`src/hw/rv_cfg.svh`:
```
`ifndef RV_CFG_SVH
`define RV_CFG_SVH

// first fetch address after reset
`define RV_RESET_PC 32'h0000_0000

// instruction memory depth is 2**9 words
`define RV_IMEM_AWIDTH 9

// data memory depth is 2**5 words
`define RV_DMEM_AWIDTH 5

// address[31:28] value that selects the MMIO window
`define RV_MMIO_NIBBLE 4'h8

`endif

```
`src/hw/rv_isa_pkg.sv`:
```
`default_nettype none

package rv_isa_pkg;

  typedef logic [31:0] word_t;    // data and byte address
  typedef logic [4:0]  reg_idx_t;
  typedef logic [31:0] inst_t;
  typedef logic [2:0]  funct3_t;

  // base opcodes kept in this core, others decode as no-ops
  typedef enum logic [6:0] {
    OP     = 7'b0110011,
    OP_IMM = 7'b0010011,
    LOAD   = 7'b0000011,
    STORE  = 7'b0100011,
    BRANCH = 7'b1100011,
    JAL    = 7'b1101111,
    JALR   = 7'b1100111,
    LUI    = 7'b0110111,
    AUIPC  = 7'b0010111
  } opcode_e;

  // funct3 of OP and OP_IMM
  typedef enum logic [2:0] {
    F3_ADD  = 3'b000,  // sub when funct7[5] on OP
    F3_SLL  = 3'b001,
    F3_SLT  = 3'b010,
    F3_SLTU = 3'b011,
    F3_XOR  = 3'b100,
    F3_SR   = 3'b101,  // srl / sra by funct7[5]
    F3_OR   = 3'b110,
    F3_AND  = 3'b111
  } alu_funct3_e;

  // funct3 of BRANCH
  typedef enum logic [2:0] {
    F3_BEQ  = 3'b000,
    F3_BNE  = 3'b001,
    F3_BLT  = 3'b100,
    F3_BGE  = 3'b101,
    F3_BLTU = 3'b110,
    F3_BGEU = 3'b111
  } br_funct3_e;

endpackage

`default_nettype wire

```
`src/hw/rv_pipe_pkg.sv`:
```
`default_nettype none

package rv_pipe_pkg;

  typedef enum logic [3:0] {
    ALU_ADD,
    ALU_SUB,
    ALU_SLL,
    ALU_SLT,
    ALU_SLTU,
    ALU_XOR,
    ALU_SRL,
    ALU_SRA,
    ALU_OR,
    ALU_AND,
    ALU_PASS_B  // lui
  } alu_op_e;

  typedef enum logic [1:0] {
    WB_ALU,
    WB_MEM,
    WB_PC4
  } wb_sel_e;

  typedef struct packed {
    logic               valid;
    rv_isa_pkg::word_t  pc;
    rv_isa_pkg::inst_t  inst;
  } fetch_t;

  typedef struct packed {
    logic                valid;
    rv_isa_pkg::word_t   pc;
    rv_isa_pkg::word_t   rs1_val;
    rv_isa_pkg::word_t   rs2_val;
    rv_isa_pkg::word_t   imm;
    alu_op_e             alu_op;
    logic                a_is_pc;
    logic                b_is_imm;
    logic                is_branch;
    logic                is_jal;
    logic                is_jalr;
    rv_isa_pkg::funct3_t funct3;
    logic                mem_read;
    logic                mem_write;
    logic                reg_write;
    rv_isa_pkg::reg_idx_t rd;
    wb_sel_e             wb_sel;
  } id_ex_t;

  typedef struct packed {
    logic                 valid;
    rv_isa_pkg::word_t    alu;    // result, also the memory address
    rv_isa_pkg::word_t    sdata;  // store data
    rv_isa_pkg::word_t    pc4;    // link value
    logic                 mem_read;
    logic                 mem_write;
    logic                 reg_write;
    rv_isa_pkg::reg_idx_t rd;
    wb_sel_e              wb_sel;
  } ex_mem_t;

  typedef struct packed {
    logic                 valid;
    logic                 reg_write;
    rv_isa_pkg::reg_idx_t rd;
    rv_isa_pkg::word_t    wdata;
  } mem_wb_t;

endpackage

`default_nettype wire

```
`src/hw/rv_regfile.sv`:
```
`timescale 1ns/100ps
`default_nettype none

module rv_regfile (
  input  wire logic                  clk,
  input  wire logic                  arst_n,
  input  wire rv_isa_pkg::reg_idx_t  ra1,
  input  wire rv_isa_pkg::reg_idx_t  ra2,
  output rv_isa_pkg::word_t          rd1,
  output rv_isa_pkg::word_t          rd2,
  input  wire rv_pipe_pkg::mem_wb_t  wb,
  input  wire logic                  stall
);

  rv_isa_pkg::word_t regs_q [1:31];  // x0 has no storage

  always_ff @(posedge clk or negedge arst_n) begin
    if (!arst_n) begin
      for (int i = 1; i < 32; i++) begin
        regs_q[i] <= '0;
      end
    end else if (!stall && wb.valid && wb.reg_write && wb.rd != '0) begin
      regs_q[wb.rd] <= wb.wdata;
    end
  end

  assign rd1 = (ra1 == '0) ? '0 : regs_q[ra1];
  assign rd2 = (ra2 == '0) ? '0 : regs_q[ra2];

endmodule

`default_nettype wire

```
`config.mk`:
```
export PLATFORM = sky130hd
export DESIGN_NAME = rv_regfile
export DESIGN_NICKNAME = d
export VERILOG_FILES = /design/src/hw/rv_cfg.svh /design/src/hw/rv_isa_pkg.sv /design/src/hw/rv_pipe_pkg.sv /design/src/hw/rv_regfile.sv
export SDC_FILE = /design/constraint.sdc
export NUM_CORES = 2
export LEC_CHECK = 0
export BUFFER_PORTS_ARGS = -buffer_cell sky130_fd_sc_hd__clkbuf_2
export CAP_MARGIN = 20
export CORE_UTILIZATION = 46
export DETAILED_ROUTE_END_ITERATION = 16
export HOLD_SLACK_MARGIN = 0.15
export SYNTH_ARGS = -nofsm -noshare
export SYNTH_HDL_FRONTEND = slang
export SYNTH_SLANG_ARGS = --single-unit
```
`constraint.sdc`:
```
create_clock -name clk -period 2.2 [get_ports clk]
set_input_delay 0 -clock clk [delete_from_list [all_inputs] [get_ports clk]]
set_output_delay 0 -clock clk [all_outputs]
set_load 0.1 [all_outputs]
```
Word-level counts from Yosys, hierarchy flattened:

Index checks and enable logic that the tools add are counted.

* multiply operators: 0
* $lt $le $gt $ge: 4
* mux-type cells: 11
* equal/unequal tests: 0
* $add $sub $neg: 0
* bitwise gates (word level): 3
* div/mod/pow operators: 0
* reductions and logical operators: 8
* shifts and indexed selects: 0

Operator list (count)
* 992-bit bitwise mux: 1
* 32-bit binary-select mux with 5-bit select: 2
* 32-bit 2-to-1 mux: 7
* 32-bit demux with 5-bit select: 1
* 6-bit >= comparator, second input constant: 3
* 5-bit inverter with 6-bit output: 3
* 5-bit logical NOT: 2
* 6-bit by 1-bit < comparator with 1-bit output, second input constant: 1
* 5-bit nonzero test: 1
* 1-bit logical AND: 4
* 1-bit logical NOT: 1

* output and inout bits: 64
* register bits: 992
* bits in read-only memories: 0
* RAM bits: 0
* memories kept: 0
* bits in latches: 0

Depth between registers and ports, before layout:

* word-level depth: 6
* depth in mapped cells: 9
* depth with buffers taken out: 4

Worst setup path before layout:

Ideal clock, no wire load.

* path type: input-to-output
* from: input ra2[2]
* to: output rd2[2]
* slack: -1.163 ns
* data required time: 2.200 ns
* data arrival time: 3.363 ns
* stages: 6
* cell sequence: buf_2 -> buf_4 -> buf_4 -> clkbuf_1 -> mux2i_1 -> a211oi_1

* longest elaborated chain between the ends: 5
* elaborated cells between the ends (all ways): 6

RTL lines
* start: declaration: RTL line rv_regfile.sv:8 `input wire rv_isa_pkg::reg_idx_t ra2,`
* 5-bit inverter with 6-bit output (implied by the code): RTL line rv_regfile.sv:28 `assign rd2 = (ra2 == '0) ? '0 : regs_q[ra2];`
* 32-bit binary-select mux with 5-bit select: RTL line rv_regfile.sv:28
* 32-bit 2-to-1 mux (implied by the code) (2 in a row): RTL line rv_regfile.sv:28
* 32-bit 2-to-1 mux (*): RTL line rv_regfile.sv:28
* end: declaration: RTL line rv_regfile.sv:10 `output rv_isa_pkg::word_t rd2,`

Mark *: on every way between the ends. The rest lies on a longest branch, timed or not. The select of a mux whose other input is x is not followed.

Worst setup path in the final report:

* from: register regs_q[152] (netlist name)
* to: output rd1[24]

* longest elaborated chain between the ends: 4

RTL lines
* start: declaration: RTL line rv_regfile.sv:15 `rv_isa_pkg::word_t regs_q [1:31];`
* start signal: indexed assignment: RTL line rv_regfile.sv:23 `regs_q[wb.rd] <= wb.wdata;`
* 32-bit binary-select mux with 5-bit select: RTL line rv_regfile.sv:27 `assign rd1 = (ra1 == '0) ? '0 : regs_q[ra1];`
* 32-bit 2-to-1 mux (implied by the code) (2 in a row): RTL line rv_regfile.sv:27
* 32-bit 2-to-1 mux: RTL line rv_regfile.sv:27
* end: declaration: RTL line rv_regfile.sv:9 `output rv_isa_pkg::word_t rd1,`

No other way between the ends. The select of a mux whose other input is x is not followed.

==> impl_metrics.env <==
export IMPL_clock_power_share=0.401
export IMPL_synth_lib_cells_used_distinct=46
export IMPL_multi_input_area_um2=27900
export IMPL_setup_viol=64
export IMPL_layout_cells_most_common="mux2_2"
export IMPL_tightest_slew_ns=0.825
export IMPL_floorplan_io_pins=116
export IMPL_hp_class="in -> reg"
export IMPL_die_area_um2=118000
export IMPL_timing_rr_start="regs_q[615]"
export IMPL_synthFlopType="dfrtp_1"
export IMPL_via_per_inst=6.40
export IMPL_area_growth_pct=19.7
export IMPL_utilization=0.559
export IMPL_power_switching_share=0.271
export IMPL_rsz_0062_raised_after_global_routing="true"
export IMPL_timing_final_crit_share=1.17
export IMPL_worstSkewPairLatency_ns=0.72
export IMPL_fin_hold_ws_ns=0.165
export IMPL_first_global_vias=36500
export IMPL_cts_tree="yes"
export IMPL_most_used_cells_in_the_layout_excluding_fill_and_tap_cells="mux2_2 (1047), dfrtp_1 (992), mux4_2 (338)"
export IMPL_antenna_violating_nets_post_route=0
export IMPL_timing_slew_headroom=0.450
export IMPL_final_nets=3969
export IMPL_total_switching_power_uw=13200
export IMPL_crit_fanout=3
export IMPL_max_cap_viol_count=0
export IMPL_dr_first_iter_drc_count=2861
export IMPL_vdd_ir_drop_worst_mv=0.711
export IMPL_fraction_of_registers_with_async_set_or_reset_after_synthesis=1.00
export IMPL_pwr_share_comb=0.170
export IMPL_critical_path_startpoint="regs_q[152]"
export IMPL_total_leakage_power_uw=0.0297
export IMPL_grt_max_degree=111
export IMPL_worst_r2r_endpoint="regs_q[615]"
export IMPL_finClkSkew_ns=0
export IMPL_cts_clk_slew_worst_paths_ns=0.06
export IMPL_postPlaceCellArea_um2=58800
export IMPL_syn_mean_instance_area_um2=14.4
export IMPL_placer_congestion_estimate=0.813
export IMPL_fillerInstances=9271
export IMPL_fin_tns_setup_ns=-10.71
export IMPL_synth_edf_count=0
export IMPL_syn_area_um2=53600
export IMPL_ys_seq_elements=992
export IMPL_die_width_um=343
export IMPL_drt_wl_total_um=172000
export IMPL_regToRegSetupSlack_ns=0.83
export IMPL_max_clock_freq_ghz=0.387
export IMPL_power_density_nw_per_um2=759
export IMPL_fp_coreArea_um2=115000
export IMPL_cp_capture_point="rd1[24]"
export IMPL_yosys_warnings=0
export IMPL_timing_worst_setup_path_type="reg -> out"
export IMPL_pwr_share_seq=0.429
export IMPL_detailroute_via_count=35300
export IMPL_synth_fp_nets=3772
export IMPL_largest_register_ffs=992
export IMPL_layout_area_seq_um2=24800
export IMPL_intPower_uw=35500
export IMPL_h_tree_depth=3
export IMPL_synth_sequential_area_ratio=0.464
export IMPL_drt_drc_violations_left=0
export IMPL_run_status="finished, violations left"
export IMPL_endpoint_kind="output port"
export IMPL_antenna_cells=0
export IMPL_initial_utilization=0.466
export IMPL_gr_usage_all_layers=0.296
export IMPL_timing_hold_violations_final=0
export IMPL_reg2reg_depth=2
export IMPL_wire_per_inst_um=31.2
export IMPL_die_y_um=343
export IMPL_place_hpwl_um=106000
export IMPL_floorplan_rows=124
export IMPL_reg_top3="regs_q x992"
export IMPL_antenna_found_initial=1
export IMPL_grt_first_pass_wirelength_um=256000
export IMPL_timing_final_ws_setup_ns=-0.384
export IMPL_startpoint_class="flip-flop"
export IMPL_critPathRequiredTime_ns=2.20
export IMPL_failing_checks="setup timing"
export IMPL_final_max_slew_viol_count=0
export IMPL_arrival_ns=2.58
export IMPL_clock_root_cell="clkbuf_16"
export IMPL_post_route_min_period_ns=2.58
export IMPL_synthCells=3720
export IMPL_globalRouteOverflowTotal=0
export IMPL_port_buffers=115
export IMPL_cts_num_sinks=992
export IMPL_cts_max_path_buffers=3
export IMPL_largest_register="regs_q"
export IMPL_final_layout_size_suffix_gt1_frac=0.538
export IMPL_cts_inserted_buffers=112
export IMPL_drt_pre_antenna_iters=5
export IMPL_final_area_um2=64100
stage by stage:
step	std cells	setup slack [ns]	total power, uW
after floorplan	3720	-0.221	26200
after global placement	5220	-0.207	28900
after detailed placement	5220	-0.248	29000
after CTS	5502	-0.412	48900
after global routing	5520	-0.437	50400
final	5520	-0.384	48700
cell usage after synthesis, types with 7 or more instances:
library cell  number  area [um2]
a21oi_1           16        80.1
a221o_1           22         220
a221oi_1          32         280
a22o_1            10        87.6
a22oi_1          130         976
a32oi_1            7        61.3
and3_1            29         181
buf_1             56         210
buf_2            129         646
buf_4             22         165
clkbuf_1         193         724
dfrtp_1          992       24800
mux2_2          1074       12100
mux2i_1          340        3400
mux4_2           338        7610
nand2_1           47         176
nand2b_1          29         181
nand3_1           34         170
nand4_1           33         206
nor2_1            24        90.1
nor2b_1           43         269
nor3_1            32         160
o221ai_1           8        70.1
o31a_1            29         254
worst max-delay path: stages, from the launching register on:
cell and delay [ns]:
dfrtp_1 0.39, mux4_2 0.49, mux4_2 0.49, mux2_4 0.32
buf_12 0.17
layout make-up:
class                   instances  area share
multi-input cells            2324       0.435
flip-flops and latches        992       0.387
repair buffers                484      0.0885
clock buffers                 177      0.0533
well taps                    1512      0.0295
clock inverters                28     0.00654
inverters                       3    0.000176
power groups by stage:
stage / logic, uW / registers [uW] / clock network (uW)
after global placement: 7780 / 21100 / 0
final: 8280 / 20900 / 19500
after global routing: 8770 / 21000 / 20600
after CTS: 8220 / 20800 / 19800
after floorplan: 5390 / 20800 / 0
after detailed placement: 7870 / 21200 / 0
worst min path at each step:
stage | from | to | cells after the start
5_1_grt | wb[38] | regs_q[611] | 5
3_5_place_dp | arst_n | regs_q[331] | 1
6_report | wb[38] | regs_q[611] | 5
2_1_floorplan | arst_n | regs_q[0] | 0
4_1_cts | wb[38] | regs_q[612] | 5
3_3_place_gp | arst_n | regs_q[331] | 1
timing repair:
action | 4_1_cts | 5_1_grt
hold buffers | 44 | 0
hold endpoints to repair | 1984 | 0
gates resized for setup | 93 | 43
buffers inserted | 36 | 20
setup endpoints to repair | 64 | 84
pin swaps | 28 | 18
cell families (layout without fill, tap and decap cells):
logic type | Yosys count | after routing | synth area share
AO/OA/AOI/OAI | 275 | 275 | 0.0409
buffers and inverters | 404 | 692 | 0.0330
AND/OR/NAND/NOR | 291 | 291 | 0.0297
multiplexers | 1758 | 1758 | 0.433
flip-flops | 992 | 992 | 0.464
routing by layer:
metal / global-route usage / vias up / share of wire
met5: 0 / - / 0
met4: 0.0910 / 0 / 0.033
met3: 0.0422 / 280 / 0.051
met2: 0.477 / 1091 / 0.48
met1: 0.416 / 19200 / 0.44
li1: - / 14700 / -
(Power assumes the default switching activity.)
