[src/hw/rv_cfg.svh]
`ifndef RV_CFG_SVH
`define RV_CFG_SVH

// first fetch address after reset
`define RV_RESET_PC 32'h0000_0000

// instruction memory depth is 2**9 words
`define RV_IMEM_AWIDTH 9

// data memory depth is 2**5 words
`define RV_DMEM_AWIDTH 5

// address[31:28] value that selects the MMIO window
`define RV_MMIO_NIBBLE 4'h8

`endif

[src/hw/rv_isa_pkg.sv]
`default_nettype none

package rv_isa_pkg;

  typedef logic [31:0] word_t;    // data and byte address
  typedef logic [4:0]  reg_idx_t;
  typedef logic [31:0] inst_t;
  typedef logic [2:0]  funct3_t;

  // base opcodes kept in this core, others decode as no-ops
  typedef enum logic [6:0] {
    OP     = 7'b0110011,
    OP_IMM = 7'b0010011,
    LOAD   = 7'b0000011,
    STORE  = 7'b0100011,
    BRANCH = 7'b1100011,
    JAL    = 7'b1101111,
    JALR   = 7'b1100111,
    LUI    = 7'b0110111,
    AUIPC  = 7'b0010111
  } opcode_e;

  // funct3 of OP and OP_IMM
  typedef enum logic [2:0] {
    F3_ADD  = 3'b000,  // sub when funct7[5] on OP
    F3_SLL  = 3'b001,
    F3_SLT  = 3'b010,
    F3_SLTU = 3'b011,
    F3_XOR  = 3'b100,
    F3_SR   = 3'b101,  // srl / sra by funct7[5]
    F3_OR   = 3'b110,
    F3_AND  = 3'b111
  } alu_funct3_e;

  // funct3 of BRANCH
  typedef enum logic [2:0] {
    F3_BEQ  = 3'b000,
    F3_BNE  = 3'b001,
    F3_BLT  = 3'b100,
    F3_BGE  = 3'b101,
    F3_BLTU = 3'b110,
    F3_BGEU = 3'b111
  } br_funct3_e;

endpackage

`default_nettype wire

[src/hw/rv_pipe_pkg.sv]
`default_nettype none

package rv_pipe_pkg;

  typedef enum logic [3:0] {
    ALU_ADD,
    ALU_SUB,
    ALU_SLL,
    ALU_SLT,
    ALU_SLTU,
    ALU_XOR,
    ALU_SRL,
    ALU_SRA,
    ALU_OR,
    ALU_AND,
    ALU_PASS_B  // lui
  } alu_op_e;

  typedef enum logic [1:0] {
    WB_ALU,
    WB_MEM,
    WB_PC4
  } wb_sel_e;

  typedef struct packed {
    logic               valid;
    rv_isa_pkg::word_t  pc;
    rv_isa_pkg::inst_t  inst;
  } fetch_t;

  typedef struct packed {
    logic                valid;
    rv_isa_pkg::word_t   pc;
    rv_isa_pkg::word_t   rs1_val;
    rv_isa_pkg::word_t   rs2_val;
    rv_isa_pkg::word_t   imm;
    alu_op_e             alu_op;
    logic                a_is_pc;
    logic                b_is_imm;
    logic                is_branch;
    logic                is_jal;
    logic                is_jalr;
    rv_isa_pkg::funct3_t funct3;
    logic                mem_read;
    logic                mem_write;
    logic                reg_write;
    rv_isa_pkg::reg_idx_t rd;
    wb_sel_e             wb_sel;
  } id_ex_t;

  typedef struct packed {
    logic                 valid;
    rv_isa_pkg::word_t    alu;    // result, also the memory address
    rv_isa_pkg::word_t    sdata;  // store data
    rv_isa_pkg::word_t    pc4;    // link value
    logic                 mem_read;
    logic                 mem_write;
    logic                 reg_write;
    rv_isa_pkg::reg_idx_t rd;
    wb_sel_e              wb_sel;
  } ex_mem_t;

  typedef struct packed {
    logic                 valid;
    logic                 reg_write;
    rv_isa_pkg::reg_idx_t rd;
    rv_isa_pkg::word_t    wdata;
  } mem_wb_t;

endpackage

`default_nettype wire

[src/hw/rv_execute.sv]
`timescale 1ns/100ps
`default_nettype none

module rv_execute (
  input  wire logic                 clk,
  input  wire logic                 arst_n,
  input  wire logic                 stall,
  input  wire rv_pipe_pkg::id_ex_t  id_ex_q,
  output logic                      redirect,
  output rv_isa_pkg::word_t         target,
  output rv_pipe_pkg::ex_mem_t      ex_q
);

  rv_isa_pkg::word_t alu_a, alu_b, alu_y;
  rv_isa_pkg::word_t jalr_sum;
  logic              eq, lt, ltu, taken;

  assign alu_a = id_ex_q.a_is_pc  ? id_ex_q.pc  : id_ex_q.rs1_val;
  assign alu_b = id_ex_q.b_is_imm ? id_ex_q.imm : id_ex_q.rs2_val;

  always_comb begin
    case (id_ex_q.alu_op)
      rv_pipe_pkg::ALU_ADD:    alu_y = alu_a + alu_b;
      rv_pipe_pkg::ALU_SUB:    alu_y = alu_a - alu_b;
      rv_pipe_pkg::ALU_SLL:    alu_y = alu_a << alu_b[4:0];
      rv_pipe_pkg::ALU_SLT:    alu_y = {31'b0, $signed(alu_a) < $signed(alu_b)};
      rv_pipe_pkg::ALU_SLTU:   alu_y = {31'b0, alu_a < alu_b};
      rv_pipe_pkg::ALU_XOR:    alu_y = alu_a ^ alu_b;
      rv_pipe_pkg::ALU_SRL:    alu_y = alu_a >> alu_b[4:0];
      rv_pipe_pkg::ALU_SRA:    alu_y = $signed(alu_a) >>> alu_b[4:0];
      rv_pipe_pkg::ALU_OR:     alu_y = alu_a | alu_b;
      rv_pipe_pkg::ALU_AND:    alu_y = alu_a & alu_b;
      rv_pipe_pkg::ALU_PASS_B: alu_y = alu_b;
      default:                 alu_y = alu_a + alu_b;
    endcase
  end

  // comparator always on the register values
  assign eq  = id_ex_q.rs1_val == id_ex_q.rs2_val;
  assign lt  = $signed(id_ex_q.rs1_val) < $signed(id_ex_q.rs2_val);
  assign ltu = id_ex_q.rs1_val < id_ex_q.rs2_val;

  always_comb begin
    case (id_ex_q.funct3)
      rv_isa_pkg::F3_BEQ:  taken = eq;
      rv_isa_pkg::F3_BNE:  taken = !eq;
      rv_isa_pkg::F3_BLT:  taken = lt;
      rv_isa_pkg::F3_BGE:  taken = !lt;
      rv_isa_pkg::F3_BLTU: taken = ltu;
      rv_isa_pkg::F3_BGEU: taken = !ltu;
      default:             taken = 1'b0;
    endcase
  end

  assign jalr_sum = id_ex_q.rs1_val + id_ex_q.imm;
  assign target   = id_ex_q.is_jalr ? {jalr_sum[31:1], 1'b0} : id_ex_q.pc + id_ex_q.imm;
  assign redirect = id_ex_q.valid &&
                    (id_ex_q.is_jal || id_ex_q.is_jalr || (id_ex_q.is_branch && taken));

  always_ff @(posedge clk or negedge arst_n) begin
    if (!arst_n) begin
      ex_q <= '0;
    end else if (!stall) begin
      ex_q.valid     <= id_ex_q.valid;
      ex_q.alu       <= alu_y;
      ex_q.sdata     <= id_ex_q.rs2_val;
      ex_q.pc4       <= id_ex_q.pc + 32'd4;
      ex_q.mem_read  <= id_ex_q.mem_read;
      ex_q.mem_write <= id_ex_q.mem_write;
      ex_q.reg_write <= id_ex_q.reg_write;
      ex_q.rd        <= id_ex_q.rd;
      ex_q.wb_sel    <= id_ex_q.wb_sel;
    end
  end

endmodule

`default_nettype wire

[config.mk]
export PLATFORM = sky130hd
export DESIGN_NAME = rv_execute
export DESIGN_NICKNAME = d
export VERILOG_FILES = /design/src/hw/rv_cfg.svh /design/src/hw/rv_isa_pkg.sv /design/src/hw/rv_pipe_pkg.sv /design/src/hw/rv_execute.sv
export SDC_FILE = /design/constraint.sdc
export NUM_CORES = 1
export LEC_CHECK = 0
export ABC_AREA = 1
export BUFFER_PORTS_ARGS = -buffer_cell sky130_fd_sc_hd__clkbuf_2
export CAP_MARGIN = 20
export CORE_MARGIN = 4
export CORE_UTILIZATION = 45
export DETAILED_ROUTE_END_ITERATION = 16
export GPL_TIMING_DRIVEN = 0
export HOLD_SLACK_MARGIN = 0.12
export PLACE_DENSITY_LB_ADDON = 0.1
export SLEW_MARGIN = 20
export SYNTH_ARGS = -nofsm -noshare
export SYNTH_HDL_FRONTEND = slang
export SYNTH_SLANG_ARGS = --single-unit
[constraint.sdc]
create_clock -name clk -period 5.7 [get_ports clk]
set_input_delay 0.855 -clock clk [delete_from_list [all_inputs] [get_ports clk]]
set_output_delay 0.855 -clock clk [all_outputs]
set_load 0.05 [all_outputs]
# [Yosys cells after proc, flatten, opt, wreduce, memory -nomap -nowiden]
# Index checks and enable logic that the tools add are counted.
# Widths: inputs -> output; s select.
[word_totals] ff_bits=107 input_bits=154 output_inout_bits=140 wordCells=53
[op_classes] n_addsub=5 order_cmp=4 eq_ne=16 shift=3 n_mux=5 bitwise=3 n_reduce_logical=8
[op_table] cell="$pmux 32 s10" count=1
[op_table] cell="$lt 32x32->1" count=4
[op_table] cell="$add 32x32->32" count=3
[op_table] cell="$mux 32" count=3
[op_table] cell="$add 32x3->32 const B" count=1
[op_table] cell="$and 32x32->32" count=1
[op_table] cell="$eq 32x32->1" count=1
[op_table] cell="$or 32x32->32" count=1
[op_table] cell="$shl 32x5->32" count=1
[op_table] cell="$shr 32x5->32" count=1
[op_table] cell="$sshr 32x5->32" count=1
[op_table] cell="$sub 32x32->32" count=1
[op_table] cell="$xor 32x32->32" count=1
[op_table] cell="$eq 4x3->1 const B" count=4
[op_table] cell="$eq 3x3->1 const B" count=4
[op_table] cell="$eq 4x4->1 const B" count=3
[op_table] cell="$eq 4x2->1 const B" count=2
[op_table] cell="$pmux 1 s6" count=1
[op_table] cell="$eq 4x1->1 const B" count=1
[op_table] cell="$eq 3x1->1 const B" count=1
[op_table] cell="$logic_not 1->1" count=3
[op_table] cell="$logic_not 3->1" count=1
[op_table] cell="$logic_and 1x1->1" count=2
[op_table] cell="$logic_or 1x1->1" count=2

# [Logic depth before layout (Yosys ltp)]
[logic_depth] depth_word=6 ltp_mapped=24 ltp_nobuf=21

# [Worst setup path after synthesis]
# No wires, ideal clock.
[synth_path] path_type="input-to-output" start="input id_ex_q[23] (netlist bit)" end="output target[28]" arrival_time_ns=3.408 path_slack_ns=1.437 stages=13 cell_sequence="inv_1 > fa_1 > inv_1 > nand3_1 > nand2_1 > a21oi_1 > o21ai_0 > a21oi_1 > inv_1 > nand3_1 > nand3_1 > nand2_1 > o21ai_0"
[synth_via] elab_chain_len=2 word_cells_on_any_way=3 classes_between="add/sub (2); mux (1)"
[synth_rtl] element="from (decl)" line="rv_execute.sv:8" text="input wire rv_pipe_pkg::id_ex_t id_ex_q,"
[synth_rtl] element="$add 32x32->32 (on tied branches)" line="rv_execute.sv:56, rv_execute.sv:55"
[synth_rtl] element="$mux 32 *" line="rv_execute.sv:56" text="assign target = id_ex_q.is_jalr ? {jalr_sum[31:1], 1'b0} : id_ex_q.pc + id_ex_q.imm;"
[synth_rtl] element="to (decl)" line="rv_execute.sv:10" text="output rv_isa_pkg::word_t target,"
# Every way passes the cells marked *; elsewhere a longest branch is shown, timed or not.

# [Worst setup path in the final report]
[layout_path] start="input id_ex_q[16] (netlist bit)" end="register ex_q[92] (netlist bit)"
[layout_via] elab_chain_len=3 word_cells_on_any_way=10 classes_between="add/sub (2); shift (3); mux (2); bitwise (3)"
[layout_rtl] element="$mux 32 *" line="rv_execute.sv:19" text="assign alu_b = id_ex_q.b_is_imm ? id_ex_q.imm : id_ex_q.rs2_val;"
[layout_rtl] element="$add 32x32->32 (tied with other cells)" line="rv_execute.sv:23, rv_execute.sv:34"
[layout_rtl] element="$pmux 32 s10 *" line="rv_execute.sv:22" text="case (id_ex_q.alu_op)"
[layout_rtl] element="to (decl)" line="rv_execute.sv:11" text="output rv_pipe_pkg::ex_mem_t ex_q"
# Marked as above.
# A chain may end at the register's enable or synchronous reset.

==> results_dict.tcl <==
set metrics [dict create \
    largest_reg_flops 107 \
    netlist.area_leader.share 0.2191 \
    place_ws_ns 0.8713 \
    timing.final.max_slew_violations 0 \
    p_sw_frac 0.5951 \
    dpl.cell_count 4437 \
    worstSetupPathType "input port to flop" \
    p_sw_w 0.002846 \
    dr.pass1.iters 7 \
    regMostFlops "ex_q" \
    cp_max_fo 10 \
    cp-start-kind "input port" \
    hpwl_mm 95.89 \
    grt_max_degree 84 \
    vias 27270 \
    core-area_mm2 0.04327 \
    die_area_mm2 0.04747 \
    setup_violations 0 \
    p_int_w 0.001937 \
    synthesis.area_mm2 0.01982 \
    cts_buffers 9 \
    antenna_found_initial 5 \
    dieWidth_um 217.9 \
    endpoint_kind "flop" \
    hp-class "input port to asynchronous set/reset pin" \
    powerDensity_mw_per_mm2 213.4 \
    tns_ns 0 \
    die_h_um 217.9 \
    period_minus_slack_ns 4.761 \
    htreeDepth 3 \
    yosysWarnings 0 \
    routedWlPerCell_um 25.88 \
    clock_skew_ns 0 \
    ioPinCount 294 \
    drtAntennaViolNets 0 \
    grt-ovfl-total 0 \
    fmax_ghz 0.2100 \
    cts_resized 0 \
    reg_top3 "ex_q x107" \
    synth-seq-cells 107 \
    drc 0 \
    fin_cells 4459 \
    worstMarginPinSlew_ns 1.256 \
    tritoncts "built" \
    p_leak_nw 12.06 \
    layout_setup_ws_ns 0.9392 \
    cp.arrival_ns 5.07 \
    slew_headroom 0.1627 \
    avgSynthCellArea_um2 5.568 \
    drive_gt1_frac 0.1122 \
    seqCellArea_mm2 0.002678 \
    clk_pin_slew_ns 0.12 \
    slowest_delay_ns 0.91 \
    synth_nets 3909 \
    period_share 0.8352 \
    initial_core_util 0.4581 \
    area_growth_pct 13.04 \
    drt_iter0_markers 4079 \
    insertion_delay_ns 0.41 \
    mostFrequentLayoutCell "nand2_1" \
    n_fill_cell 4837 \
    required_ns 6.01 \
    rsz0062_at_grt "false" \
    p_seq_frac 0.190 \
    num_rows 76 \
    ys_types 55 \
    most-common-layout-cells "nand2_1 (1157), nand3_1 (423), inv_1 (384)" \
    vdd.ir_drop.worst_mv 0.1646 \
    ys_async_sr_fraction 1.000 \
    synth_top_cell_by_area "nand2_1" \
    cts.sinks 107 \
    status "finished, final reports clean" \
    synth-edff-count 0 \
    synth_area_leaders "nand2_1 (22%), dfrtp_1 (14%), ha_1 (12%)" \
    finalHoldViolations 0 \
    hold_buffers 0 \
    cts_max_path_buffers 2 \
    grt_pass1_vias 25100 \
    cp_common_cell "nand2_1" \
    wl_mm 115.4 \
    path_cells "clkbuf_2 > buf_6 > clkbuf_1 > o21ai_0 > ha_1 > clkbuf_1 > o21ai_0 > inv_1 > nand2_1 > nand2_1 > nand2_1 > nand2_1 > nand2_1 > nand2_1 > nand2_1 > nand2_1 > nand3_1 > nand4_1 > nand2_1 > inv_1" \
    postCtsSetupBuffers 0 \
    clockRootBuffer "clkbuf_16" \
    fin_util 0.5179 \
    power_frac_clock 0.157 \
    multi_input_area_mm2 0.01506 \
    grt_pass1_wl_mm 162.6 \
    maxCapViolations 0 \
    ys_seq_area_frac 0.1351 \
    nNetsFinal 4213 \
    synthCells 3560 \
    pwr-share-comb 0.653 \
    slowest_stage "o21ai_0" \
    place.gp.congestion 1.127 \
    synth_flop_cell "dfrtp_1" \
    via_per_inst 6.115 \
    grt_usage 0.4637 \
    portBuffers 290 \
]
## logic make-up (layout without fill, tap and decap cells)
group                      count (synthesis)  after routing  share of synthesized area
AOI/OAI and AO/OA                        635            635                     0.1771
xor gates and xnor gates                  42             42                    0.01856
adders and majority gates                195            195                     0.1246
buffers and inverters                    527            836                     0.1051
DFF                                      107            107                     0.1351
muxes                                      2              2                   0.001073
other                                      0              5                          0
and+or+nand+nor                         2052           2052                     0.4385
## layout make-up
| class | count | area share |
|---|---|---|
| Sequential cell | 107 | 0.1195 |
| Buffer | 125 | 0.02574 |
| Inverter | 402 | 0.06734 |
| Clock buffer | 9 | 0.01005 |
| Tap cell | 585 | 0.03267 |
| Multi-Input combinational cell | 2926 | 0.6722 |
| Clock inverter | 7 | 0.004411 |
| Timing Repair Buffer | 293 | 0.06757 |
| Antenna cell | 5 | 0.0005584 |
## per-layer routing
metal	vias to the layer above	part of all wire	wire length, um	global-route usage
li1	12370	-	-	-
met1	12440	0.37	42650	0.5839
met2	2053	0.40	46570	0.6740
met3	404	0.14	16080	0.1495
met4	4	0.087	10050	0.3103
met5	-	0.00061	70	0.009375
## through the flow
stage	hold WS, ns	power, W	cell area (um2)
CTS	0.2944	0.004646	22380
global route	0.3015	0.004982	22400
finish	0.2835	0.004782	22410
floorplan	0.5594	0.002856	19820
detailed placement	0.4654	0.003898	22050
global placement	0.4636	0.003898	22000
## synth_stat cells, types with 7 or more instances
library cell / instances
or2_2: 35
o21bai_1: 22
a31oi_1: 7
xnor2_1: 10
nand2_2: 8
nor2_1: 280
nand3_1: 423
dfrtp_1: 107
ha_1: 191
o21ai_1: 28
a21oi_1: 233
clkbuf_1: 70
inv_1: 384
o21a_1: 21
o211ai_1: 10
nor4_1: 13
inv_2: 15
buf_2: 39
nand2_1: 1157
o22ai_1: 29
nand3b_1: 9
o21ai_0: 239
nand4_1: 50
nor3_1: 57
xor2_1: 32
a21o_1: 14
## final timing paths
kind                                      start                    to  slack (ns)  depth (start not counted)
max reg2reg                ex_q[77]$_DFFE_PN0N_  ex_q[77]$_DFFE_PN0N_        4.81                          3
min                                      arst_n  ex_q[99]$_DFFE_PN0N_        0.28                          1
min reg2reg                ex_q[75]$_DFFE_PN0N_  ex_q[75]$_DFFE_PN0N_        0.49                          2
max in group asynchronous                arst_n  ex_q[87]$_DFFE_PN0N_        4.60                          2
min in group clk           ex_q[75]$_DFFE_PN0N_  ex_q[75]$_DFFE_PN0N_        0.49                          2
max                                 id_ex_q[16]  ex_q[92]$_DFFE_PN0N_        0.94                         20
## critical path: cells and delay by family
| family | cells | cell delay [ns] |
|---|---|---|
| simple gates | 11 | 1.50 |
| buf+inv | 6 | 0.97 |
| fa+ha+maj | 1 | 0.37 |
| compound gates | 2 | 1.37 |
## power by group through the flow
| stage | clock network, W | registers, W | logic (W) |
|---|---|---|---|
| floorplan | 0 | 0.00123 | 0.00162 |
| global placement | 0 | 0.000919 | 0.00298 |
| detailed placement | 0 | 0.000921 | 0.00298 |
| CTS | 0.000749 | 0.000909 | 0.00299 |
| global route | 0.000777 | 0.000920 | 0.00328 |
| finish | 0.000749 | 0.000910 | 0.00312 |
No activity file was read; power rests on OpenSTA's default activity.
