--- src/hw/rv_cfg.svh ---
`ifndef RV_CFG_SVH
`define RV_CFG_SVH

// first fetch address after reset
`define RV_RESET_PC 32'h0000_0000

// instruction memory depth is 2**9 words
`define RV_IMEM_AWIDTH 9

// data memory depth is 2**5 words
`define RV_DMEM_AWIDTH 5

// address[31:28] value that selects the MMIO window
`define RV_MMIO_NIBBLE 4'h8

`endif

--- src/hw/rv_isa_pkg.sv ---
`default_nettype none

package rv_isa_pkg;

  typedef logic [31:0] word_t;    // data and byte address
  typedef logic [4:0]  reg_idx_t;
  typedef logic [31:0] inst_t;
  typedef logic [2:0]  funct3_t;

  // base opcodes kept in this core, others decode as no-ops
  typedef enum logic [6:0] {
    OP     = 7'b0110011,
    OP_IMM = 7'b0010011,
    LOAD   = 7'b0000011,
    STORE  = 7'b0100011,
    BRANCH = 7'b1100011,
    JAL    = 7'b1101111,
    JALR   = 7'b1100111,
    LUI    = 7'b0110111,
    AUIPC  = 7'b0010111
  } opcode_e;

  // funct3 of OP and OP_IMM
  typedef enum logic [2:0] {
    F3_ADD  = 3'b000,  // sub when funct7[5] on OP
    F3_SLL  = 3'b001,
    F3_SLT  = 3'b010,
    F3_SLTU = 3'b011,
    F3_XOR  = 3'b100,
    F3_SR   = 3'b101,  // srl / sra by funct7[5]
    F3_OR   = 3'b110,
    F3_AND  = 3'b111
  } alu_funct3_e;

  // funct3 of BRANCH
  typedef enum logic [2:0] {
    F3_BEQ  = 3'b000,
    F3_BNE  = 3'b001,
    F3_BLT  = 3'b100,
    F3_BGE  = 3'b101,
    F3_BLTU = 3'b110,
    F3_BGEU = 3'b111
  } br_funct3_e;

endpackage

`default_nettype wire

--- src/hw/rv_pipe_pkg.sv ---
`default_nettype none

package rv_pipe_pkg;

  typedef enum logic [3:0] {
    ALU_ADD,
    ALU_SUB,
    ALU_SLL,
    ALU_SLT,
    ALU_SLTU,
    ALU_XOR,
    ALU_SRL,
    ALU_SRA,
    ALU_OR,
    ALU_AND,
    ALU_PASS_B  // lui
  } alu_op_e;

  typedef enum logic [1:0] {
    WB_ALU,
    WB_MEM,
    WB_PC4
  } wb_sel_e;

  typedef struct packed {
    logic               valid;
    rv_isa_pkg::word_t  pc;
    rv_isa_pkg::inst_t  inst;
  } fetch_t;

  typedef struct packed {
    logic                valid;
    rv_isa_pkg::word_t   pc;
    rv_isa_pkg::word_t   rs1_val;
    rv_isa_pkg::word_t   rs2_val;
    rv_isa_pkg::word_t   imm;
    alu_op_e             alu_op;
    logic                a_is_pc;
    logic                b_is_imm;
    logic                is_branch;
    logic                is_jal;
    logic                is_jalr;
    rv_isa_pkg::funct3_t funct3;
    logic                mem_read;
    logic                mem_write;
    logic                reg_write;
    rv_isa_pkg::reg_idx_t rd;
    wb_sel_e             wb_sel;
  } id_ex_t;

  typedef struct packed {
    logic                 valid;
    rv_isa_pkg::word_t    alu;    // result, also the memory address
    rv_isa_pkg::word_t    sdata;  // store data
    rv_isa_pkg::word_t    pc4;    // link value
    logic                 mem_read;
    logic                 mem_write;
    logic                 reg_write;
    rv_isa_pkg::reg_idx_t rd;
    wb_sel_e              wb_sel;
  } ex_mem_t;

  typedef struct packed {
    logic                 valid;
    logic                 reg_write;
    rv_isa_pkg::reg_idx_t rd;
    rv_isa_pkg::word_t    wdata;
  } mem_wb_t;

endpackage

`default_nettype wire

--- src/hw/rv_decode.sv ---
`timescale 1ns/100ps
`default_nettype none

module rv_decode (
  input  wire logic                  clk,
  input  wire logic                  arst_n,
  input  wire logic                  stall,
  input  wire logic                  flush,
  input  wire rv_pipe_pkg::fetch_t   fetch,
  input  wire rv_isa_pkg::word_t     rd1,
  input  wire rv_isa_pkg::word_t     rd2,
  input  wire rv_pipe_pkg::ex_mem_t  ex_q,
  input  wire rv_pipe_pkg::mem_wb_t  wb_q,
  output rv_isa_pkg::reg_idx_t       ra1,
  output rv_isa_pkg::reg_idx_t       ra2,
  output logic                       hold,
  output rv_pipe_pkg::id_ex_t        id_ex_q
);

  rv_isa_pkg::inst_t   inst;
  rv_isa_pkg::opcode_e opcode;
  rv_isa_pkg::funct3_t funct3;
  rv_isa_pkg::word_t   imm_i, imm_s, imm_b, imm_u, imm_j;
  rv_pipe_pkg::id_ex_t id_ex_d;
  logic                uses_rs1, uses_rs2;

  function automatic rv_pipe_pkg::alu_op_e alu_decode(input rv_isa_pkg::funct3_t f3,
                                                      input logic alt);
    case (f3)
      rv_isa_pkg::F3_ADD:  return alt ? rv_pipe_pkg::ALU_SUB : rv_pipe_pkg::ALU_ADD;
      rv_isa_pkg::F3_SLL:  return rv_pipe_pkg::ALU_SLL;
      rv_isa_pkg::F3_SLT:  return rv_pipe_pkg::ALU_SLT;
      rv_isa_pkg::F3_SLTU: return rv_pipe_pkg::ALU_SLTU;
      rv_isa_pkg::F3_XOR:  return rv_pipe_pkg::ALU_XOR;
      rv_isa_pkg::F3_SR:   return alt ? rv_pipe_pkg::ALU_SRA : rv_pipe_pkg::ALU_SRL;
      rv_isa_pkg::F3_OR:   return rv_pipe_pkg::ALU_OR;
      default:             return rv_pipe_pkg::ALU_AND;
    endcase
  endfunction

  // rs waits on any older valid writer still in X, M or W
  function automatic logic pending(input rv_isa_pkg::reg_idx_t rs,
                                   input rv_pipe_pkg::id_ex_t x,
                                   input rv_pipe_pkg::ex_mem_t m,
                                   input rv_pipe_pkg::mem_wb_t w);
    return (rs != '0) && ((x.valid && x.reg_write && x.rd == rs) ||
                          (m.valid && m.reg_write && m.rd == rs) ||
                          (w.valid && w.reg_write && w.rd == rs));
  endfunction

  assign inst   = fetch.inst;
  assign opcode = rv_isa_pkg::opcode_e'(inst[6:0]);
  assign funct3 = inst[14:12];
  assign ra1    = inst[19:15];
  assign ra2    = inst[24:20];

  assign imm_i = {{20{inst[31]}}, inst[31:20]};
  assign imm_s = {{20{inst[31]}}, inst[31:25], inst[11:7]};
  assign imm_b = {{19{inst[31]}}, inst[31], inst[7], inst[30:25], inst[11:8], 1'b0};
  assign imm_u = {inst[31:12], 12'b0};
  assign imm_j = {{11{inst[31]}}, inst[31], inst[19:12], inst[20], inst[30:21], 1'b0};

  always_comb begin
    id_ex_d          = '0;
    id_ex_d.valid    = 1'b1;
    id_ex_d.pc       = fetch.pc;
    id_ex_d.rs1_val  = rd1;
    id_ex_d.rs2_val  = rd2;
    id_ex_d.funct3   = funct3;
    id_ex_d.rd       = inst[11:7];
    id_ex_d.b_is_imm = 1'b1;
    uses_rs1         = 1'b0;
    uses_rs2         = 1'b0;
    case (opcode)
      rv_isa_pkg::OP: begin
        id_ex_d.alu_op    = alu_decode(funct3, inst[30]);
        id_ex_d.b_is_imm  = 1'b0;
        id_ex_d.reg_write = 1'b1;
        uses_rs1          = 1'b1;
        uses_rs2          = 1'b1;
      end
      rv_isa_pkg::OP_IMM: begin
        // inst[30] only means sra here, addi has no subtract
        id_ex_d.alu_op    = alu_decode(funct3, inst[30] && funct3 == rv_isa_pkg::F3_SR);
        id_ex_d.imm       = imm_i;
        id_ex_d.reg_write = 1'b1;
        uses_rs1          = 1'b1;
      end
      rv_isa_pkg::LOAD: begin   // word only
        id_ex_d.imm       = imm_i;
        id_ex_d.mem_read  = 1'b1;
        id_ex_d.reg_write = 1'b1;
        id_ex_d.wb_sel    = rv_pipe_pkg::WB_MEM;
        uses_rs1          = 1'b1;
      end
      rv_isa_pkg::STORE: begin
        id_ex_d.imm       = imm_s;
        id_ex_d.mem_write = 1'b1;
        uses_rs1          = 1'b1;
        uses_rs2          = 1'b1;
      end
      rv_isa_pkg::BRANCH: begin
        id_ex_d.imm       = imm_b;
        id_ex_d.is_branch = 1'b1;
        uses_rs1          = 1'b1;
        uses_rs2          = 1'b1;
      end
      rv_isa_pkg::JAL: begin
        id_ex_d.imm       = imm_j;
        id_ex_d.is_jal    = 1'b1;
        id_ex_d.reg_write = 1'b1;
        id_ex_d.wb_sel    = rv_pipe_pkg::WB_PC4;
      end
      rv_isa_pkg::JALR: begin
        id_ex_d.imm       = imm_i;
        id_ex_d.is_jalr   = 1'b1;
        id_ex_d.reg_write = 1'b1;
        id_ex_d.wb_sel    = rv_pipe_pkg::WB_PC4;
        uses_rs1          = 1'b1;
      end
      rv_isa_pkg::LUI: begin
        id_ex_d.imm       = imm_u;
        id_ex_d.alu_op    = rv_pipe_pkg::ALU_PASS_B;
        id_ex_d.reg_write = 1'b1;
      end
      rv_isa_pkg::AUIPC: begin
        id_ex_d.imm       = imm_u;
        id_ex_d.a_is_pc   = 1'b1;
        id_ex_d.reg_write = 1'b1;
      end
      default: ;  // csr, fence, system: flows through doing nothing
    endcase
  end

  assign hold = fetch.valid &&
                ((uses_rs1 && pending(ra1, id_ex_q, ex_q, wb_q)) ||
                 (uses_rs2 && pending(ra2, id_ex_q, ex_q, wb_q)));

  always_ff @(posedge clk or negedge arst_n) begin
    if (!arst_n) begin
      id_ex_q <= '0;
    end else if (!stall) begin
      if (flush || hold || !fetch.valid) begin
        id_ex_q <= '0;          // bubble
      end else begin
        id_ex_q <= id_ex_d;
      end
    end
  end

endmodule

`default_nettype wire

--- config.mk ---
export PLATFORM = sky130hd
export DESIGN_NAME = rv_decode
export DESIGN_NICKNAME = d
export VERILOG_FILES = /design/src/hw/rv_cfg.svh /design/src/hw/rv_isa_pkg.sv /design/src/hw/rv_pipe_pkg.sv /design/src/hw/rv_decode.sv
export SDC_FILE = /design/constraint.sdc
export NUM_CORES = 1
export LEC_CHECK = 0
export ABC_CLOCK_PERIOD_IN_PS = 5110
export BUFFER_PORTS_ARGS = -buffer_cell sky130_fd_sc_hd__buf_4
export CAP_MARGIN = 5
export CELL_PAD_IN_SITES_DETAIL_PLACEMENT = 0
export CELL_PAD_IN_SITES_GLOBAL_PLACEMENT = 1
export CORE_AREA = 5 5 170 172
export DETAILED_ROUTE_END_ITERATION = 8
export DIE_AREA = 0 0 175 177
export GPL_TIMING_DRIVEN = 0
export MAX_ROUTING_LAYER = met4
export PLACE_DENSITY = 0.75
export SLEW_MARGIN = 10
export SYNTH_ARGS = -nofsm -noshare
export SYNTH_HDL_FRONTEND = slang
export SYNTH_SLANG_ARGS = --single-unit
--- constraint.sdc ---
create_clock -name clk -period 5.11 [get_ports clk]
set_clock_uncertainty 0.05 [all_clocks]
set_input_delay 1.022 -clock clk [delete_from_list [all_inputs] [get_ports clk]]
set_output_delay 1.022 -clock clk [all_outputs]
set_load 0.02 [all_outputs]
=== Word level (Yosys, flattened, before mapping) ===
Index checks and enable logic that the tools add are counted.

* Equality and inequality tests: 21
* Muxes and demuxes: 20
* Reductions and logical operators: 32

{| class="wikitable"
|+ Operators with widths
! kind !! number
|-
| case mux 32 bit (5 select lines) || 1
|-
| 2-to-1 mux 151 bit || 1
|-
| case mux 4 bit (7 select lines) || 2
|-
| equality test 5 bit || 6
|-
| equality test 7 x 6 -> 1 bit, second input constant || 3
|-
| equality test 7 bit, second input constant || 3
|-
| logical AND 1 bit || 15
|-
| equality test 7 x 5 -> 1 bit, second input constant || 2
|-
| 2-to-1 mux 1 bit || 14
|-
| case mux 4 bit (3 select lines) || 1
|-
| nonzero test 5 bit || 2
|-
| equality test 3 bit, second input constant || 3
|-
| equality test 7 x 2 -> 1 bit, second input constant || 1
|-
| logical OR 1 bit || 7
|-
| OR reduction 7 bit || 1
|-
| equality test 3 x 2 -> 1 bit, second input constant || 2
|-
| OR reduction 3 bit || 2
|-
| OR reduction 6 bit || 1
|-
| case mux 2 bit (2 select lines) || 1
|-
| OR reduction 2 bit || 2
|-
| equality test 3 x 1 -> 1 bit, second input constant || 1
|-
| logical NOT 3 bit || 1
|-
| logical NOT 1 bit || 1
|}

* Register bits: 151
* Bits of input ports: 279
* Output and inout port bits: 162
* Logic and storage cells: 90

=== Depth between registers and ports, before layout ===
* Depth in word-level cells: 11
* Depth in mapped cells: 9
* Gate-level depth less buffers: 6

=== Least setup slack after synthesis ===
OpenSTA, ideal clock, no wires.

* Kind: input to output
* Start: input fetch[23] (netlist bit)
* End: output hold
* Data arrival time: 2.538 ns
* Required time: 4.038 ns
* Path slack: 1.500 ns
* Stages on the path: 8
* Buffers on the path: 2
* Cells stage by stage: buf_2 xor2_1 nor4_1 nand4_1 and3_1 o22ai_1 clkbuf_1 and2_1

* Longest elaborated chain between the ends: 8
* Elaborated cells on any way between the ends: 13
* Classes of those cells: eq/ne (3); reduce/logical (10)

{| class="wikitable"
|+ RTL lines
! element !! line !! text
|-
| start, declared || rv_decode.sv:9 || <nowiki>input wire rv_pipe_pkg::fetch_t fetch,</nowiki>
|-
| equality test 5 bit (on tied branches) || rv_decode.sv:46, rv_decode.sv:47 ||
|-
| logical AND 1 bit (on tied branches) || rv_decode.sv:46, rv_decode.sv:47 ||
|-
| logical OR 1 bit || rv_decode.sv:46 || <nowiki>return (rs != '0) && ((x.valid && x.reg_write && x.rd == rs) ||</nowiki>
|-
| logical OR 1 bit || rv_decode.sv:47 || <nowiki>(m.valid && m.reg_write && m.rd == rs) ||</nowiki>
|-
| logical AND 1 bit (*) || rv_decode.sv:46 ||
|-
| logical AND 1 bit (*) || rv_decode.sv:137 || <nowiki>(uses_rs2 && pending(ra2, id_ex_q, ex_q, wb_q)));</nowiki>
|-
| logical OR 1 bit (*) || rv_decode.sv:136 || <nowiki>((uses_rs1 && pending(ra1, id_ex_q, ex_q, wb_q)) ||</nowiki>
|-
| logical AND 1 bit (*) || rv_decode.sv:135 || <nowiki>assign hold = fetch.valid &&</nowiki>
|-
| end, declared || rv_decode.sv:16 || <nowiki>output logic hold,</nowiki>
|}

Every way passes the cells marked *; elsewhere a longest branch is shown, timed or not.

=== Final worst setup path ===
* Start: input fetch[22] (netlist bit)
* End: output hold

Same word-level chain as after synthesis.

==> flow_metrics.tcl <==
set metrics [dict create \
    outcome "completed" \
    drc 0 \
    synthFlopType "dfrtp_1" \
    postSynth.asyncResetShare_pct 100 \
    holdBufCountCts 0 \
    worst_setup_path_start_kind "input port" \
    grt_start_max_net_pins 78 \
    syn_area_per_cell_sq_um 12.1 \
    fill_cells 2784 \
    fin_nets 1139 \
    gr-total-overflow 0 \
    min-delay-start "id_ex_q[20]$_DFFE_PN0N_" \
    fin_tns_setup_ps 0 \
    crit_start "fetch[22]" \
    slew_violations 0 \
    synth.yosys.warnings 0 \
    critPathTopFamily "buffers and inverters" \
    utilization_pct 36.2 \
    syn-cell-area_sq_um 6570 \
    synth_mux_area_share_pct 0.152 \
    via_count 6046 \
    synth-xor-area-share_pct 4.00 \
    drt-initial-drc-count 369 \
    setup_viol 0 \
    stdcell_count 1219 \
    fin_crit_sh_pct 83.1 \
    gp_congestion 0.842 \
    yosys.area_share.simple_pct 6.40 \
    dp_hpwl_microns 19500 \
    totalWireLength_microns 25300 \
    cts_sinks 150 \
    dp_cells 1187 \
    synth_top_family_by_area "compound AO/OA/AOI/OAI gates" \
    initial_core_util_pct 24.0 \
    placedInstanceArea_sq_um 9270 \
    synth_area_leaders "dfrtp_1 57%, a32o_1 18%, xor2_1 3.2%" \
    synth_edf_count 0 \
    cp_max_fo 10 \
    insertion_delay_ps 410 \
    clkTransAtPathRegs_ps 70 \
    final_common_cell "buf_4" \
    io_pins 441 \
    finalPower_mw 3.04 \
    netlist-cell-type-count 40 \
    layout_common_cells "307 x buf_4, 150 x dfrtp_1, 120 x a32o_1, 43 x clkbuf_1, 39 x nand2_1" \
    synth.top_cell.area_share_pct 57.2 \
    final_hold_viol_count 0 \
    cp_slowest_cell "clkbuf_1" \
    largest_reg_flops 150 \
    cp.arrival_ps 3170 \
    cap_viol_max_count 0 \
    cts_buffers 17 \
    yosys.area.top_type "dfrtp_1" \
    ant_nets 0 \
    max_freq_mhz 236 \
    routed_via_density 4.96 \
    worstPathCellList "clkbuf_1, xor2_1, nor4_1, nand4_1, and3_1, o22ai_1, clkbuf_1, and2_1, buf_4" \
    reg2reg_from "id_ex_q[5]$_DFFE_PN0N_" \
    endpoint_kind "output port" \
    dr.pass1.iters 5 \
    yosysSeqAreaShare_pct 57.2 \
    worst_pin_slew_ps 1100 \
    slew_headroom_pct 25.9 \
    wire_per_inst_microns 20.8 \
    clockBufferDepth 2 \
    antenna_found_initial 0 \
    cts_htree_levels 4 \
    p_per_area_nw_per_um2 308 \
    synthAdderAreaFrac_pct 0 \
    period_needed_ps 4250 \
    grt_pass1_vias 6494 \
    synth_nets 822 \
    final_cell_area_sq_um 9880 \
    cts_resized 0 \
    core_sq_um 27300 \
    critical_path_class "input port to output port" \
    worstHoldPathType "flip-flop to flip-flop" \
    grt_setup_unrepaired "no" \
    path_common_cell "clkbuf_1" \
    cts_root_buf "clkbuf_16" \
    post_cts_buffers 0 \
    top_regs "id_ex_q: 150 flops" \
    postSynthRegisterBits 150 \
    drive_above_1_share_pct 41.2 \
    synth_compound_area_share_pct 25.8 \
    port_buffers 297 \
    area_delta_synth_final_pct 50.5 \
    antenna-diode-count 0 \
    num_rows 61 \
    chipWidth_microns 175 \
    grt_usage_pct 16.5 \
    leakagePower_nw 4.72 \
    cp_data_required_time_ps 4040 \
    die_area_sq_um 31000 \
    ir_drop_v 0.000149 \
    path_buf_inv 3 \
    max_stage_delay_ps 380 \
    synth_cells 543 \
    grt_pass1_wl_microns 38400 \
    top_register "id_ex_q" \
    cts_tree "done" \
    die_h_microns 177 \
]
cell type report:
| type | instances | area [sq um] | area share, % |
|---|---|---|---|
| plain buffers | 74 | 418 | 4.23 |
| flip-flops and latches | 150 | 3750 | 38.0 |
| inverters | 3 | 11.3 | 0.114 |
| clock inverters | 15 | 193 | 1.95 |
| well taps | 346 | 433 | 4.38 |
| repair buffers | 298 | 2260 | 22.9 |
| clock buffers | 17 | 425 | 4.30 |
| multi-input cells | 316 | 2380 | 24.1 |
metal layers:
metal / up-vias / global-route usage [%] / part of all wire (%)
met3: 13 / 4.29 / 6.4
li1: 2745 / - / -
met1: 3049 / 20.6 / 43
met5: - / - / 0
met4: 0 / 3.18 / 1.0
met2: 239 / 27.6 / 50
cell families after synthesis:
family,Yosys count
AOI/OAI and AO/OA,195
buffers and inverters,77
and+or+nand+nor,90
muxes,1
DFF,150
xor gates and xnor gates,30
cell usage after synthesis (all sizes together) (2+ instances only):
| master | number |
|---|---|
| a21o | 6 |
| a21oi | 18 |
| o21ai | 13 |
| and3 | 3 |
| dfrtp | 150 |
| nand2 | 39 |
| o41ai | 2 |
| and2 | 3 |
| nand3 | 9 |
| a32o | 120 |
| xor2 | 24 |
| inv | 3 |
| buf | 31 |
| o22ai | 3 |
| nor2 | 12 |
| clkbuf | 43 |
| nor4 | 7 |
| xnor2 | 6 |
| a22oi | 4 |
| o31ai | 20 |
| nor3 | 5 |
| nand4 | 6 |
| nor2b | 2 |
worst register-to-register path, stage by stage, from the launching register on:
cell and delay, ps:
dfrtp_1 440, xor2_1 180, nor4_1 360, nand4_1 130, and3_1 210, o22a_1 250
buf_2 230, buf_6 180, a32o_1 220
per-stage QoR:
step | setup WS, ps | hold WS (ps)
after global routing | 628 | 452
after global placement | 852 | 416
after detailed placement | 855 | 418
final | 864 | 436
after CTS | 847 | 436
after floorplan | 1500 | 539
report_power, final:
part           internal, mW  switching [mW]
logic                 0.203           0.235
clock network         0.782           0.556
registers              1.24          0.0314
worst paths after layout:
check                      cells after the start                       end  slack (ps)
min in group asynchronous                      1   id_ex_q[28]$_DFFE_PN0N_         510
max in group asynchronous                      2  id_ex_q[132]$_DFFE_PN0N_        3710
setup reg to reg                               8   id_ex_q[21]$_DFFE_PN0N_        2740
setup / recovery                               9                      hold         860
hold reg to reg                                2   id_ex_q[20]$_DFFE_PN0N_         440
hold / removal                                 2   id_ex_q[20]$_DFFE_PN0N_         440
Power figures use the tool's default switching activity.
